<file path="src/spi_pu_consts.svh">
`ifndef SPI_PU_CONSTS_SVH
`define SPI_PU_CONSTS_SVH

////////////////////////////////////////////////////////////////////////////
// widths and depths shared by the package and the RTL
////////////////////////////////////////////////////////////////////////////

// host word
`define SPI_PU_DATA_WIDTH 32

// one spi byte, msb first on the wire
`define SPI_PU_BYTE_WIDTH 8

// words held by each ping-pong bank
`define SPI_PU_BUF_SIZE 6

// cycles an spi input must hold before the filtered line follows
`define SPI_PU_FILTER_DEPTH 20

`endif
</file>
<file path="src/spi_pu_pkg.sv">
`default_nettype none

`include "spi_pu_consts.svh"

package spi_pu_pkg;

    typedef logic [`SPI_PU_DATA_WIDTH-1:0] word_t;
    typedef logic [`SPI_PU_BYTE_WIDTH-1:0] spi_byte_t;

    // four bytes per word
    typedef logic [1:0] byte_idx_t;

    // fill level 0..6
    typedef logic [2:0] buf_cnt_t;

    typedef enum logic {st_idle, st_shift} spi_state_e;

endpackage

`default_nettype wire

</file>
<file path="src/pu_slave_spi.sv">
`timescale 1ns/100ps
`default_nettype none

`include "spi_pu_consts.svh"

module pu_slave_spi
    import spi_pu_pkg::*;
    ( input  logic  clk
    , input  logic  rst
    , input  logic  signal_cycle
    , input  logic  signal_wr
    , input  word_t data_in
    , input  logic  signal_oe
    , output word_t data_out
    , output logic  flag_stop
    , input  logic  cs
    , input  logic  sclk
    , input  logic  mosi
    , output logic  miso
    );

    logic      f_cs;
    logic      f_sclk;
    logic      f_mosi;
    logic      prev_f_cs;
    logic      frame_end;
    logic      bank_sel;
    logic      tx_byte_req;
    spi_byte_t tx_byte;
    logic      rx_byte_valid;
    spi_byte_t rx_byte;

    ////////////////////////////////////////////////////////////////////////
    // input filters
    ////////////////////////////////////////////////////////////////////////

    bounce_filter #(.depth(`SPI_PU_FILTER_DEPTH)) u_cs_filter
        (.clk(clk), .rst(rst), .raw(cs), .filtered(f_cs));
    bounce_filter #(.depth(`SPI_PU_FILTER_DEPTH)) u_sclk_filter
        (.clk(clk), .rst(rst), .raw(sclk), .filtered(f_sclk));
    bounce_filter #(.depth(`SPI_PU_FILTER_DEPTH)) u_mosi_filter
        (.clk(clk), .rst(rst), .raw(mosi), .filtered(f_mosi));

    ////////////////////////////////////////////////////////////////////////
    // frame control
    ////////////////////////////////////////////////////////////////////////

    // stop pulse on cs release
    always_ff @(posedge clk) begin
        if (rst) begin
            prev_f_cs <= 1'b1;
            frame_end <= 1'b0;
        end else begin
            prev_f_cs <= f_cs;
            frame_end <= f_cs & ~prev_f_cs;
        end
    end

    assign flag_stop = frame_end;

    // swap only while the bus is idle
    always_ff @(posedge clk) begin
        if (rst) begin
            bank_sel <= 1'b0;
        end else if (signal_cycle && f_cs) begin
            bank_sel <= ~bank_sel;
        end
    end

    ////////////////////////////////////////////////////////////////////////
    // datapath
    ////////////////////////////////////////////////////////////////////////

    tx_path u_tx_path
        ( .clk         (clk)
        , .rst         (rst)
        , .bank_sel    (bank_sel)
        , .frame_end   (frame_end)
        , .signal_wr   (signal_wr)
        , .data_in     (data_in)
        , .tx_byte_req (tx_byte_req)
        , .tx_byte     (tx_byte)
        );

    rx_path u_rx_path
        ( .clk           (clk)
        , .rst           (rst)
        , .bank_sel      (bank_sel)
        , .frame_end     (frame_end)
        , .rx_byte_valid (rx_byte_valid)
        , .rx_byte       (rx_byte)
        , .signal_oe     (signal_oe)
        , .data_out      (data_out)
        );

    spi_slave_driver u_driver
        ( .clk           (clk)
        , .rst           (rst)
        , .f_cs          (f_cs)
        , .f_sclk        (f_sclk)
        , .f_mosi        (f_mosi)
        , .miso          (miso)
        , .tx_byte_req   (tx_byte_req)
        , .tx_byte       (tx_byte)
        , .rx_byte_valid (rx_byte_valid)
        , .rx_byte       (rx_byte)
        );

endmodule

`default_nettype wire

</file>
<file path="src/spi_slave_driver.sv">
`timescale 1ns/100ps
`default_nettype none

`include "spi_pu_consts.svh"

module spi_slave_driver
    import spi_pu_pkg::*;
    ( input  logic      clk
    , input  logic      rst
    , input  logic      f_cs
    , input  logic      f_sclk
    , input  logic      f_mosi
    , output logic      miso
    , output logic      tx_byte_req
    , input  spi_byte_t tx_byte
    , output logic      rx_byte_valid
    , output spi_byte_t rx_byte
    );

    spi_state_e state;
    logic       prev_sclk;
    logic       prev_cs;
    logic       sclk_rise;
    logic       sclk_fall;
    logic       cs_fall;
    logic       active;
    logic [2:0] bit_cnt;
    logic [1:0] load_dly;
    logic       next_byte;
    spi_byte_t  tx_shift;
    spi_byte_t  rx_shift;

    always_ff @(posedge clk) begin
        if (rst) begin
            prev_sclk <= 1'b0;
            prev_cs   <= 1'b1;
        end else begin
            prev_sclk <= f_sclk;
            prev_cs   <= f_cs;
        end
    end

    assign sclk_rise = f_sclk & ~prev_sclk;
    assign sclk_fall = ~f_sclk & prev_sclk;
    assign cs_fall   = ~f_cs & prev_cs;
    assign active    = (state == st_shift) && !f_cs;

    ////////////////////////////////////////////////////////////////////////
    // frame FSM and byte strobes
    ////////////////////////////////////////////////////////////////////////

    always_ff @(posedge clk) begin
        if (rst) begin
            state         <= st_idle;
            bit_cnt       <= '0;
            load_dly      <= '0;
            next_byte     <= 1'b0;
            tx_byte_req   <= 1'b0;
            rx_byte_valid <= 1'b0;
        end else begin
            tx_byte_req   <= 1'b0;
            rx_byte_valid <= 1'b0;
            // first byte is loaded two cycles after its request
            load_dly      <= {load_dly[0], cs_fall};
            case (state)
                st_idle: begin
                    if (cs_fall) begin
                        state       <= st_shift;
                        bit_cnt     <= '0;
                        next_byte   <= 1'b0;
                        tx_byte_req <= 1'b1;
                    end
                end
                st_shift: begin
                    if (f_cs) begin
                        state <= st_idle;
                    end else if (sclk_rise) begin
                        bit_cnt <= bit_cnt + 1'b1;
                        if (bit_cnt == 3'd7) begin
                            rx_byte_valid <= 1'b1;
                            tx_byte_req   <= 1'b1;
                            next_byte     <= 1'b1;
                        end
                    end else if (sclk_fall) begin
                        next_byte <= 1'b0;
                    end
                end
                default: state <= st_idle;
            endcase
        end
    end

    ////////////////////////////////////////////////////////////////////////
    // shift registers
    ////////////////////////////////////////////////////////////////////////

    // mode 0: sample on rise, shift out on fall
    always_ff @(posedge clk) begin
        if (cs_fall) begin
            tx_shift <= '0;
        end else if (active) begin
            if (load_dly[1] || (sclk_fall && next_byte)) begin
                tx_shift <= tx_byte;
            end else if (sclk_fall) begin
                tx_shift <= {tx_shift[`SPI_PU_BYTE_WIDTH-2:0], 1'b0};
            end
        end
    end

    always_ff @(posedge clk) begin
        if (active && sclk_rise) begin
            rx_shift <= {rx_shift[`SPI_PU_BYTE_WIDTH-2:0], f_mosi};
        end
    end

    assign rx_byte = rx_shift;
    assign miso    = (state == st_shift) ? tx_shift[`SPI_PU_BYTE_WIDTH-1] : 1'b0;

endmodule

`default_nettype wire

</file>
<file path="src/rx_path.sv">
`timescale 1ns/100ps
`default_nettype none

`include "spi_pu_consts.svh"

module rx_path
    import spi_pu_pkg::*;
    ( input  logic      clk
    , input  logic      rst
    , input  logic      bank_sel
    , input  logic      frame_end
    , input  logic      rx_byte_valid
    , input  spi_byte_t rx_byte
    , input  logic      signal_oe
    , output word_t     data_out
    );

    localparam int low_w = `SPI_PU_DATA_WIDTH - `SPI_PU_BYTE_WIDTH;

    logic      spi_sel;
    logic      prev_sel;
    logic      swap;
    logic      word_done;
    logic      host_pop;
    logic      [1:0] bank_push;
    logic      [1:0] bank_pop;
    logic      [1:0] bank_clear;
    word_t     bank_head [2];
    buf_cnt_t  bank_cnt [2];
    word_t     acc;
    word_t     next_word;
    byte_idx_t byte_cnt;

    ////////////////////////////////////////////////////////////////////////
    // byte to word assembler
    ////////////////////////////////////////////////////////////////////////

    // first byte ends up in the top of the word
    assign next_word = {acc[low_w-1:0], rx_byte};
    assign word_done = rx_byte_valid && (byte_cnt == 2'd3);

    always_ff @(posedge clk) begin
        if (rx_byte_valid) begin
            acc <= next_word;
        end
    end

    // partial word is lost at the end of a frame
    always_ff @(posedge clk) begin
        if (rst || frame_end) begin
            byte_cnt <= '0;
        end else if (rx_byte_valid) begin
            byte_cnt <= byte_cnt + 1'b1;
        end
    end

    ////////////////////////////////////////////////////////////////////////
    // bank steering
    ////////////////////////////////////////////////////////////////////////

    always_ff @(posedge clk) begin
        if (rst) begin
            prev_sel <= 1'b0;
        end else begin
            prev_sel <= bank_sel;
        end
    end

    // bank_sel has just flipped, so spi_sel names the new spi bank
    assign swap    = bank_sel ^ prev_sel;
    assign spi_sel = ~bank_sel;

    assign host_pop = signal_oe && (bank_cnt[bank_sel] != '0);

    assign bank_push  = {word_done & spi_sel, word_done & ~spi_sel};
    assign bank_pop   = {host_pop & bank_sel, host_pop & ~bank_sel};
    assign bank_clear = {swap & spi_sel, swap & ~spi_sel};

    for (genvar i = 0; i < 2; i++) begin : g_bank
        word_buffer u_bank
            ( .clk       (clk)
            , .rst       (rst)
            , .clear     (bank_clear[i])
            , .push      (bank_push[i])
            , .push_data (next_word)
            , .pop       (bank_pop[i])
            , .head      (bank_head[i])
            , .count     (bank_cnt[i])
            );
    end

    assign data_out = host_pop ? bank_head[bank_sel] : '0;

endmodule

`default_nettype wire

</file>
<file path="src/tx_path.sv">
`timescale 1ns/100ps
`default_nettype none

`include "spi_pu_consts.svh"

module tx_path
    import spi_pu_pkg::*;
    ( input  logic      clk
    , input  logic      rst
    , input  logic      bank_sel
    , input  logic      frame_end
    , input  logic      signal_wr
    , input  word_t     data_in
    , input  logic      tx_byte_req
    , output spi_byte_t tx_byte
    );

    logic      spi_sel;
    logic      spi_empty;
    logic      word_done;
    logic      tx_pop;
    logic      [1:0] bank_push;
    logic      [1:0] bank_pop;
    logic      [1:0] bank_clear;
    word_t     bank_head [2];
    buf_cnt_t  bank_cnt [2];
    word_t     spi_head;
    byte_idx_t byte_idx;
    byte_idx_t rev_idx;

    ////////////////////////////////////////////////////////////////////////
    // bank steering
    ////////////////////////////////////////////////////////////////////////

    // host fills bank[bank_sel], the spi side drains the other one
    assign spi_sel   = ~bank_sel;
    assign spi_head  = bank_head[spi_sel];
    assign spi_empty = (bank_cnt[spi_sel] == '0);

    assign word_done = (byte_idx == 2'd3);
    assign tx_pop    = tx_byte_req && !spi_empty && word_done;

    assign bank_push  = {signal_wr & bank_sel, signal_wr & ~bank_sel};
    assign bank_pop   = {tx_pop & spi_sel, tx_pop & ~spi_sel};
    assign bank_clear = {frame_end & spi_sel, frame_end & ~spi_sel};

    for (genvar i = 0; i < 2; i++) begin : g_bank
        word_buffer u_bank
            ( .clk       (clk)
            , .rst       (rst)
            , .clear     (bank_clear[i])
            , .push      (bank_push[i])
            , .push_data (data_in)
            , .pop       (bank_pop[i])
            , .head      (bank_head[i])
            , .count     (bank_cnt[i])
            );
    end

    ////////////////////////////////////////////////////////////////////////
    // word to byte splitter
    ////////////////////////////////////////////////////////////////////////

    // index 0 picks the top byte
    assign rev_idx = ~byte_idx;

    always_ff @(posedge clk) begin
        if (rst || frame_end) begin
            byte_idx <= '0;
        end else if (tx_byte_req && !spi_empty) begin
            byte_idx <= byte_idx + 1'b1;
        end
    end

    // empty bank feeds zero bytes
    always_ff @(posedge clk) begin
        if (rst) begin
            tx_byte <= '0;
        end else if (tx_byte_req) begin
            if (spi_empty) begin
                tx_byte <= '0;
            end else begin
                tx_byte <= spi_head[rev_idx * `SPI_PU_BYTE_WIDTH +: `SPI_PU_BYTE_WIDTH];
            end
        end
    end

endmodule

`default_nettype wire

</file>
<file path="src/word_buffer.sv">
`timescale 1ns/100ps
`default_nettype none

`include "spi_pu_consts.svh"

module word_buffer
    import spi_pu_pkg::*;
    ( input  logic     clk
    , input  logic     rst
    , input  logic     clear
    , input  logic     push
    , input  word_t    push_data
    , input  logic     pop
    , output word_t    head
    , output buf_cnt_t count
    );

    localparam int size = `SPI_PU_BUF_SIZE;

    word_t    mem [size];
    buf_cnt_t wr_ptr;
    buf_cnt_t rd_ptr;
    buf_cnt_t fill;
    logic     do_push;
    logic     do_pop;

    function automatic buf_cnt_t next_ptr(input buf_cnt_t ptr);
        if (ptr == buf_cnt_t'(size - 1)) begin
            return '0;
        end
        return ptr + 1'b1;
    endfunction

    // full and empty requests are dropped
    assign do_push = push && (fill != buf_cnt_t'(size));
    assign do_pop  = pop && (fill != '0);

    always_ff @(posedge clk) begin
        if (do_push) begin
            mem[wr_ptr] <= push_data;
        end
    end

    always_ff @(posedge clk) begin
        if (rst || clear) begin
            wr_ptr <= '0;
            rd_ptr <= '0;
            fill   <= '0;
        end else begin
            if (do_push) begin
                wr_ptr <= next_ptr(wr_ptr);
            end
            if (do_pop) begin
                rd_ptr <= next_ptr(rd_ptr);
            end
            case ({do_push, do_pop})
                2'b10:   fill <= fill + 1'b1;
                2'b01:   fill <= fill - 1'b1;
                default: fill <= fill;
            endcase
        end
    end

    assign head  = (fill == '0) ? '0 : mem[rd_ptr];
    assign count = fill;

endmodule

`default_nettype wire

</file>
<file path="src/bounce_filter.sv">
`timescale 1ns/100ps
`default_nettype none

`include "spi_pu_consts.svh"

module bounce_filter
    #( parameter int depth = `SPI_PU_FILTER_DEPTH
    )
    ( input  logic clk
    , input  logic rst
    , input  logic raw
    , output logic filtered
    );

    localparam int cnt_w = $clog2(depth + 1);

    logic             sync_1;
    logic             sync_2;
    logic [cnt_w-1:0] stable_cnt;

    // everything idles high so that cs reads as deasserted out of reset
    always_ff @(posedge clk) begin
        if (rst) begin
            sync_1     <= 1'b1;
            sync_2     <= 1'b1;
            filtered   <= 1'b1;
            stable_cnt <= '0;
        end else begin
            sync_1 <= raw;
            sync_2 <= sync_1;
            if (sync_2 == filtered) begin
                stable_cnt <= '0;
            end else if (stable_cnt == cnt_w'(depth)) begin
                filtered   <= sync_2;
                stable_cnt <= '0;
            end else begin
                stable_cnt <= stable_cnt + 1'b1;
            end
        end
    end

endmodule

`default_nettype wire

</file>
<file path="config.mk">
export PLATFORM = sky130hd
export DESIGN_NAME = pu_slave_spi
export DESIGN_NICKNAME = d
export VERILOG_FILES = /design/src/spi_pu_pkg.sv /design/src/pu_slave_spi.sv /design/src/spi_slave_driver.sv /design/src/rx_path.sv /design/src/tx_path.sv /design/src/word_buffer.sv /design/src/bounce_filter.sv
export VERILOG_INCLUDE_DIRS = /design/src
export SDC_FILE = /design/constraint.sdc
export NUM_CORES = 1
export LEC_CHECK = 0
export BUFFER_PORTS_ARGS = -buffer_cell sky130_fd_sc_hd__buf_2
export CORE_MARGIN = 2
export CORE_UTILIZATION = 45
export CTS_CLUSTER_SIZE = 12
export DETAILED_ROUTE_END_ITERATION = 16
export PLACE_DENSITY = 0.6
export SLEW_MARGIN = 20
export SYNTH_ARGS = -nofsm -noshare
export SYNTH_HDL_FRONTEND = slang
export SYNTH_HIERARCHICAL = 1
export SYNTH_SLANG_ARGS = --single-unit
</file>
<file path="constraint.sdc">
create_clock -name clk -period 5.6 [get_ports clk]
set_input_delay 1.68 -clock clk [delete_from_list [all_inputs] [get_ports clk]]
set_output_delay 1.68 -clock clk [all_outputs]
set_load 0.01 [all_outputs]
</file>
* Word-level counts from Yosys, hierarchy flattened
Memory sizes are Yosys's and may differ from the RTL's. A register that Yosys moved wholly into a read port is not among the register bits.
Index checks and enable logic that the tools add are counted.
** Cells by class
- Add/subtract/negate cells :: 22
- $mul :: 0
- Divide/modulo/power cells :: 0
- $lt $le $gt $ge :: 2
- Equal/unequal tests :: 34
- Shifts and indexed selects :: 1
- Muxes and demuxes :: 98
- Bitwise logic cells :: 29
- Reductions and logical operators :: 49
** Operators by type and width (count)
- $mux W32 :: 11
- $mux W3 :: 33
- $mux W1 :: 43
- $add A3 B1 Y3 const B :: 13
- $shiftx A32 B6 Y8 :: 1
- $pmux W3 S2 :: 5
- $eq A3 B3 Y1 const B :: 9
- $mux W8 :: 3
- $ne A3 B3 Y1 const B :: 6
- $and A1 B1 Y1 :: 16
- $logic_and A1 B1 Y1 :: 16
- $add A5 B1 Y5 const B :: 3
- $eq A5 B5 Y1 const B :: 3
- $logic_not A3 Y1 :: 5
- $reduce_bool A3 Y1 :: 5
- $eq A2 B2 Y1 const B :: 6
- $sub A3 B1 Y3 const B :: 4
- $reduce_bool A2 Y1 :: 5
- $not A1 Y1 :: 9
- $reduce_or A3 Y1 :: 3
- $eq A2 B1 Y1 const B :: 4
- $reduce_and A2 Y1 :: 4
- $logic_or A1 B1 Y1 :: 6
- $pmux W1 S2 :: 3
- other kinds (12) :: 19
** Storage, ports and cells
- Flip-flop bits (word level) :: 126
- Latch bits :: 0
- RAM bits :: 768
- Bits in read-only memories :: 0
- Input port bits :: 40
- Output and inout port bits :: 34
- Word-level logic and storage cells :: 280
- Memories :: 4
** Memories
- u_rx_path.g_bank[0].u_bank.mem :: depth 6, bits a word 32, rd ports 1, clocked after Yosys merged registers in 1, wr ports 1, line word_buffer.sv:20 : word_t mem [size];
- u_rx_path.g_bank[1].u_bank.mem :: depth 6, bits a word 32, rd ports 1, clocked after Yosys merged registers in 1, wr ports 1, line word_buffer.sv:20
- u_tx_path.g_bank[0].u_bank.mem :: depth 6, bits a word 32, rd ports 1, clocked after Yosys merged registers in 1, wr ports 1, line word_buffer.sv:20
- u_tx_path.g_bank[1].u_bank.mem :: depth 6, bits a word 32, rd ports 1, clocked after Yosys merged registers in 1, wr ports 1, line word_buffer.sv:20

* Logic depth before layout (Yosys ltp)
- Depth in word-level cells :: 16
- Depth in mapped cells :: 12
- Mapped depth without buffers :: 11

* By module
The synthesis kept the hierarchy.
** Modules (own cells, without submodules)
- word_buffer (u_tx_path.g_bank[0].u_bank ...) :: instances 2, cells each 481, area each 7753.7 um^2, seq. area each 6005.8 um^2
- word_buffer (u_rx_path.g_bank[0].u_bank ...) :: instances 2, cells each 481, area each 7749.9 um^2, seq. area each 6005.8 um^2
- rx_path :: instances 1, cells each 121, area each 1851.8 um^2, seq. area each 780.7 um^2
- spi_slave_driver :: instances 1, cells each 92, area each 1044.8 um^2, seq. area each 620.6 um^2
- tx_path :: instances 1, cells each 68, area each 979.7 um^2, seq. area each 200.2 um^2
- bounce_filter :: instances 3, cells each 30, area each 312.8 um^2, seq. area each 160.2 um^2
- pu_slave_spi :: instances 1, cells each 8, area each 100.1 um^2, seq. area each 60.1 um^2

* Worst setup path before layout
No wires, ideal clock.
- Kind :: input to register
- Start point :: input port signal_wr
- End point :: memory u_tx_path/g_bank[0].u_bank/mem[2][0] (netlist bit) (enable)
- Library setup time :: 0.468 ns
- Data arrival time :: 4.804 ns
- Data required time :: 5.132 ns
- Setup slack :: 0.328 ns
- Stages :: 4
- Buffers on the path :: 0
- Cells stage by stage :: nor2b_1 inv_1 or3_1 nor3b_1
** On the way
- Cells in the longest elaborated chain, start to end :: 4
** Ends and longest elaborated chain
- start: declaration :: line pu_slave_spi.sv:11 : , input logic signal_wr
- $and A1 B1 Y1 :: line tx_path.sv:43 : assign bank_push = {signal_wr & bank_sel, signal_wr & ~bank_sel};
- $logic_and A1 B1 Y1 :: line word_buffer.sv:35 : assign do_push = push && (fill != buf_cnt_t'(size));
- $mux W1 :: line word_buffer.sv:39 : if (do_push) begin
- $mux W1 (not written as such) :: line word_buffer.sv:40 : mem[wr_ptr] <= push_data;
- end: declaration :: line word_buffer.sv:20
Every way passes these cells.

==> impl_metrics.json <==
{
  "outcome": "finished, final reports clean",
  "viasPerCell": 5.83,
  "p_leak_uw": 0.0126,
  "worstMarginPinSlew_ns": 1.16,
  "dr.pass1.iters": 5,
  "numCtsBuffers": 94,
  "area.growth.synth_to_final_pct": 12.2,
  "ys_types": 66,
  "groute.usage.overall_pct": 20.7,
  "hold_viol": 0,
  "wl_per_cell_um": 24.3,
  "drt-total-wl_mm": 84.9,
  "initial_utilization_pct": 45.5,
  "ys_warn_count": 6,
  "finalSetupViolCount": 0,
  "gp_congestion": 0.729,
  "fin_worst_skew_ns": 0.0568,
  "final_cell_mix": "edfxtp_1, nor2b_1, a211oi_1",
  "synth_edf_count": 800,
  "netlist_area_mm2": 0.0359,
  "hold_class": "reg -> reg",
  "period_share_pct": 85.6,
  "use_met2_pct": 36.0,
  "layout_commonest_cell": "edfxtp_1",
  "cts_tree": "built",
  "post-place-ws_ns": 1.16,
  "path_class": "reg -> out",
  "antenna_found_initial": 6,
  "yosys_most_used_dff": "edfxtp_1",
  "port_buffers": 73,
  "cts.repair.resized": 0,
  "cp-start-kind": "flop",
  "met1_usage_pct": 26.3,
  "drive_above_1_share_pct": 15.1,
  "worst_slack_ns": 0.807,
  "die_area_mm2": 0.0821,
  "synth_seq_area_share_pct": 72.8,
  "antenna_left": 0,
  "maxSlewViolCount": 0,
  "max_clock_freq_ghz": 0.209,
  "setup_tns_ns": 0,
  "p_per_area_mw_per_mm2": 335,
  "die_w_um": 287,
  "overflow": 0,
  "grt_max_degree": 102,
  "cts-root-buf": "clkbuf_16",
  "drtIter0Drc": 1796,
  "drcViolationCount": 0,
  "end_kind": "primary output",
  "grt-busiest-layer": "met2",
  "drv_cap": 0,
  "maxSlewHeadroom_pct": 22.5,
  "irDropWorstVdd_mv": 0.292,
  "grt_pass1_vias": 20400,
  "period_minus_slack_ns": 4.79,
  "cts_max_path_buffers": 3,
  "postCtsSetupRepairBufs": 0,
  "die_h_um": 287,
  "place_hpwl_mm": 44.1,
  "ys_ff_latch": 907,
  "async_flop_share_pct": 0,
  "hold_buffers": 0,
  "fin_nets": 2436,
  "clk_pin_slew_ns": 0.06,
  "vias": 20400,
  "arrival_ns": 3.11,
  "rows": 103,
  "avgSynthCellArea_um2": 15.6,
  "clk_latency_ns": 0.66,
  "rsz0062_at_grt": "no",
  "cp.required_ns": 3.92,
  "cts_htree_levels": 3,
  "pin_count": 74,
  "crit_fanout": 13,
  "clock-sinks": 907,
  "synth_nets": 2361,
  "core_mm2": 0.0790,
  "use_met3_pct": 3.62,
  "syn_inst": 2303,
  "grt_pass1_wl_mm": 127
}
-- per-stage QoR --
step	instance area (um2)	total power [uW]	hold WS, ns	instances	util [%]
6_report	40300	13500	0.390	3496	51.0
3_3_place_gp	37400	7820	0.380	3331	47.3
3_5_place_dp	37400	7840	0.386	3331	47.3
2_1_floorplan	35900	7710	0.371	2303	-
4_1_cts	40300	13600	0.394	3493	51.0
5_1_grt	40300	13900	0.405	3495	51.0
-- metal layers --
metal	vias up	part of all wire, %
met4	8	2.3
met1	10400	41
met5	-	0.055
li1	9287	-
met2	591	50
met3	143	5.9
-- synthesized netlist by cell type, types with 5 or more instances --
| cell | n | area (um2) |
|---|---|---|
| a211oi_1 | 252 | 1890 |
| a21oi_1 | 32 | 160 |
| a22o_1 | 8 | 70.1 |
| buf_1 | 5 | 18.8 |
| buf_2 | 47 | 235 |
| buf_6 | 9 | 101 |
| clkbuf_1 | 78 | 293 |
| dfxtp_1 | 107 | 2140 |
| edfxtp_1 | 800 | 24000 |
| ha_1 | 14 | 175 |
| inv_1 | 41 | 154 |
| mux2_2 | 12 | 135 |
| mux2i_1 | 35 | 350 |
| mux4_1 | 14 | 368 |
| nand2_1 | 36 | 135 |
| nand2b_1 | 9 | 56.3 |
| nand3_1 | 11 | 55.1 |
| nand3b_1 | 5 | 37.5 |
| nor2_1 | 49 | 184 |
| nor2b_1 | 267 | 1670 |
| nor3_1 | 16 | 80.1 |
| nor3b_1 | 10 | 75.1 |
| nor4_1 | 128 | 801 |
| nor4b_2 | 31 | 465 |
| o21ai_0 | 16 | 80.1 |
| o22ai_1 | 128 | 801 |
| o31ai_1 | 6 | 45.0 |
| or2_2 | 16 | 100 |
| or3_1 | 12 | 75.1 |
| xnor2_1 | 7 | 61.3 |
| xor2_1 | 18 | 158 |
-- where the power goes --
part	leakage, uW	total, uW	internal, uW	switching [uW]
clock network	0.00140	5810	3290	2520
registers	0.00808	7380	7350	28.2
logic	0.00316	310	105	205
total	0.0126	13500	10700	2750
-- sequential cells by signal, summed over array words and instances (netlist names), 6 cells and up, named ones only --
register,cells
u_rx_path/g_bank.u_bank/wr_ptr,6
u_rx_path/g_bank.u_bank/mem,384
u_tx_path/g_bank.u_bank/rd_ptr,6
u_rx_path/acc,24
u_tx_path/g_bank.u_bank/mem,384
u_tx_path/g_bank.u_bank/wr_ptr,6
u_driver/tx_shift,8
u_tx_path/g_bank.u_bank/count,6
u_tx_path/tx_byte,8
u_driver/rx_byte,8
u_rx_path/g_bank.u_bank/rd_ptr,6
u_rx_path/g_bank.u_bank/count,6
-- cells by family after synthesis --
kind of cell	Yosys count	synth area share, %
flip-flops	907	72.8
AND/OR/NAND/NOR	638	11.7
AO/OA/AOI/OAI	465	9.11
buffers and inverters	187	2.50
multiplexers	63	2.50
XOR/XNOR	25	0.610
adder cells (fa/ha/maj)	18	0.711
-- cell type report --
cell class	instances	area, um2
inverters	41	154
repair buffers	125	788
well taps	1050	1310
diodes	2	5.00
clock buffers	124	2500
multi-input cells	1209	8970
clock inverters	38	378
flip-flops and latches	907	26200
fillers	6456	38700
-- worst paths after layout --
kind,startpoint,end,slack (ns),depth (start not counted)
setup / recovery,flop,data_out[8],0.81,7
hold reg to reg,prev_f_cs$_SDFF_PP1_,flag_stop$_SDFF_PP0_,0.39,1
hold / removal,prev_f_cs$_SDFF_PP1_,flag_stop$_SDFF_PP0_,0.39,1
setup reg to reg,bank_sel$_SDFFE_PP0P_,u_tx_path/g_bank[0].u_bank/count[2]$_SDFFE_PP0P_,2.07,11
-- worst max-delay path, cell delays in order (launching register included) --
cell	delay (ns)
dfxtp_1	0.37
nand2b_1	0.65
buf_4	0.37
o22ai_1	0.12
nor4_1	0.21
mux2i_1	0.28
nor4b_2	0.28
buf_2	0.17
No activity file was read; power rests on OpenSTA's default activity.
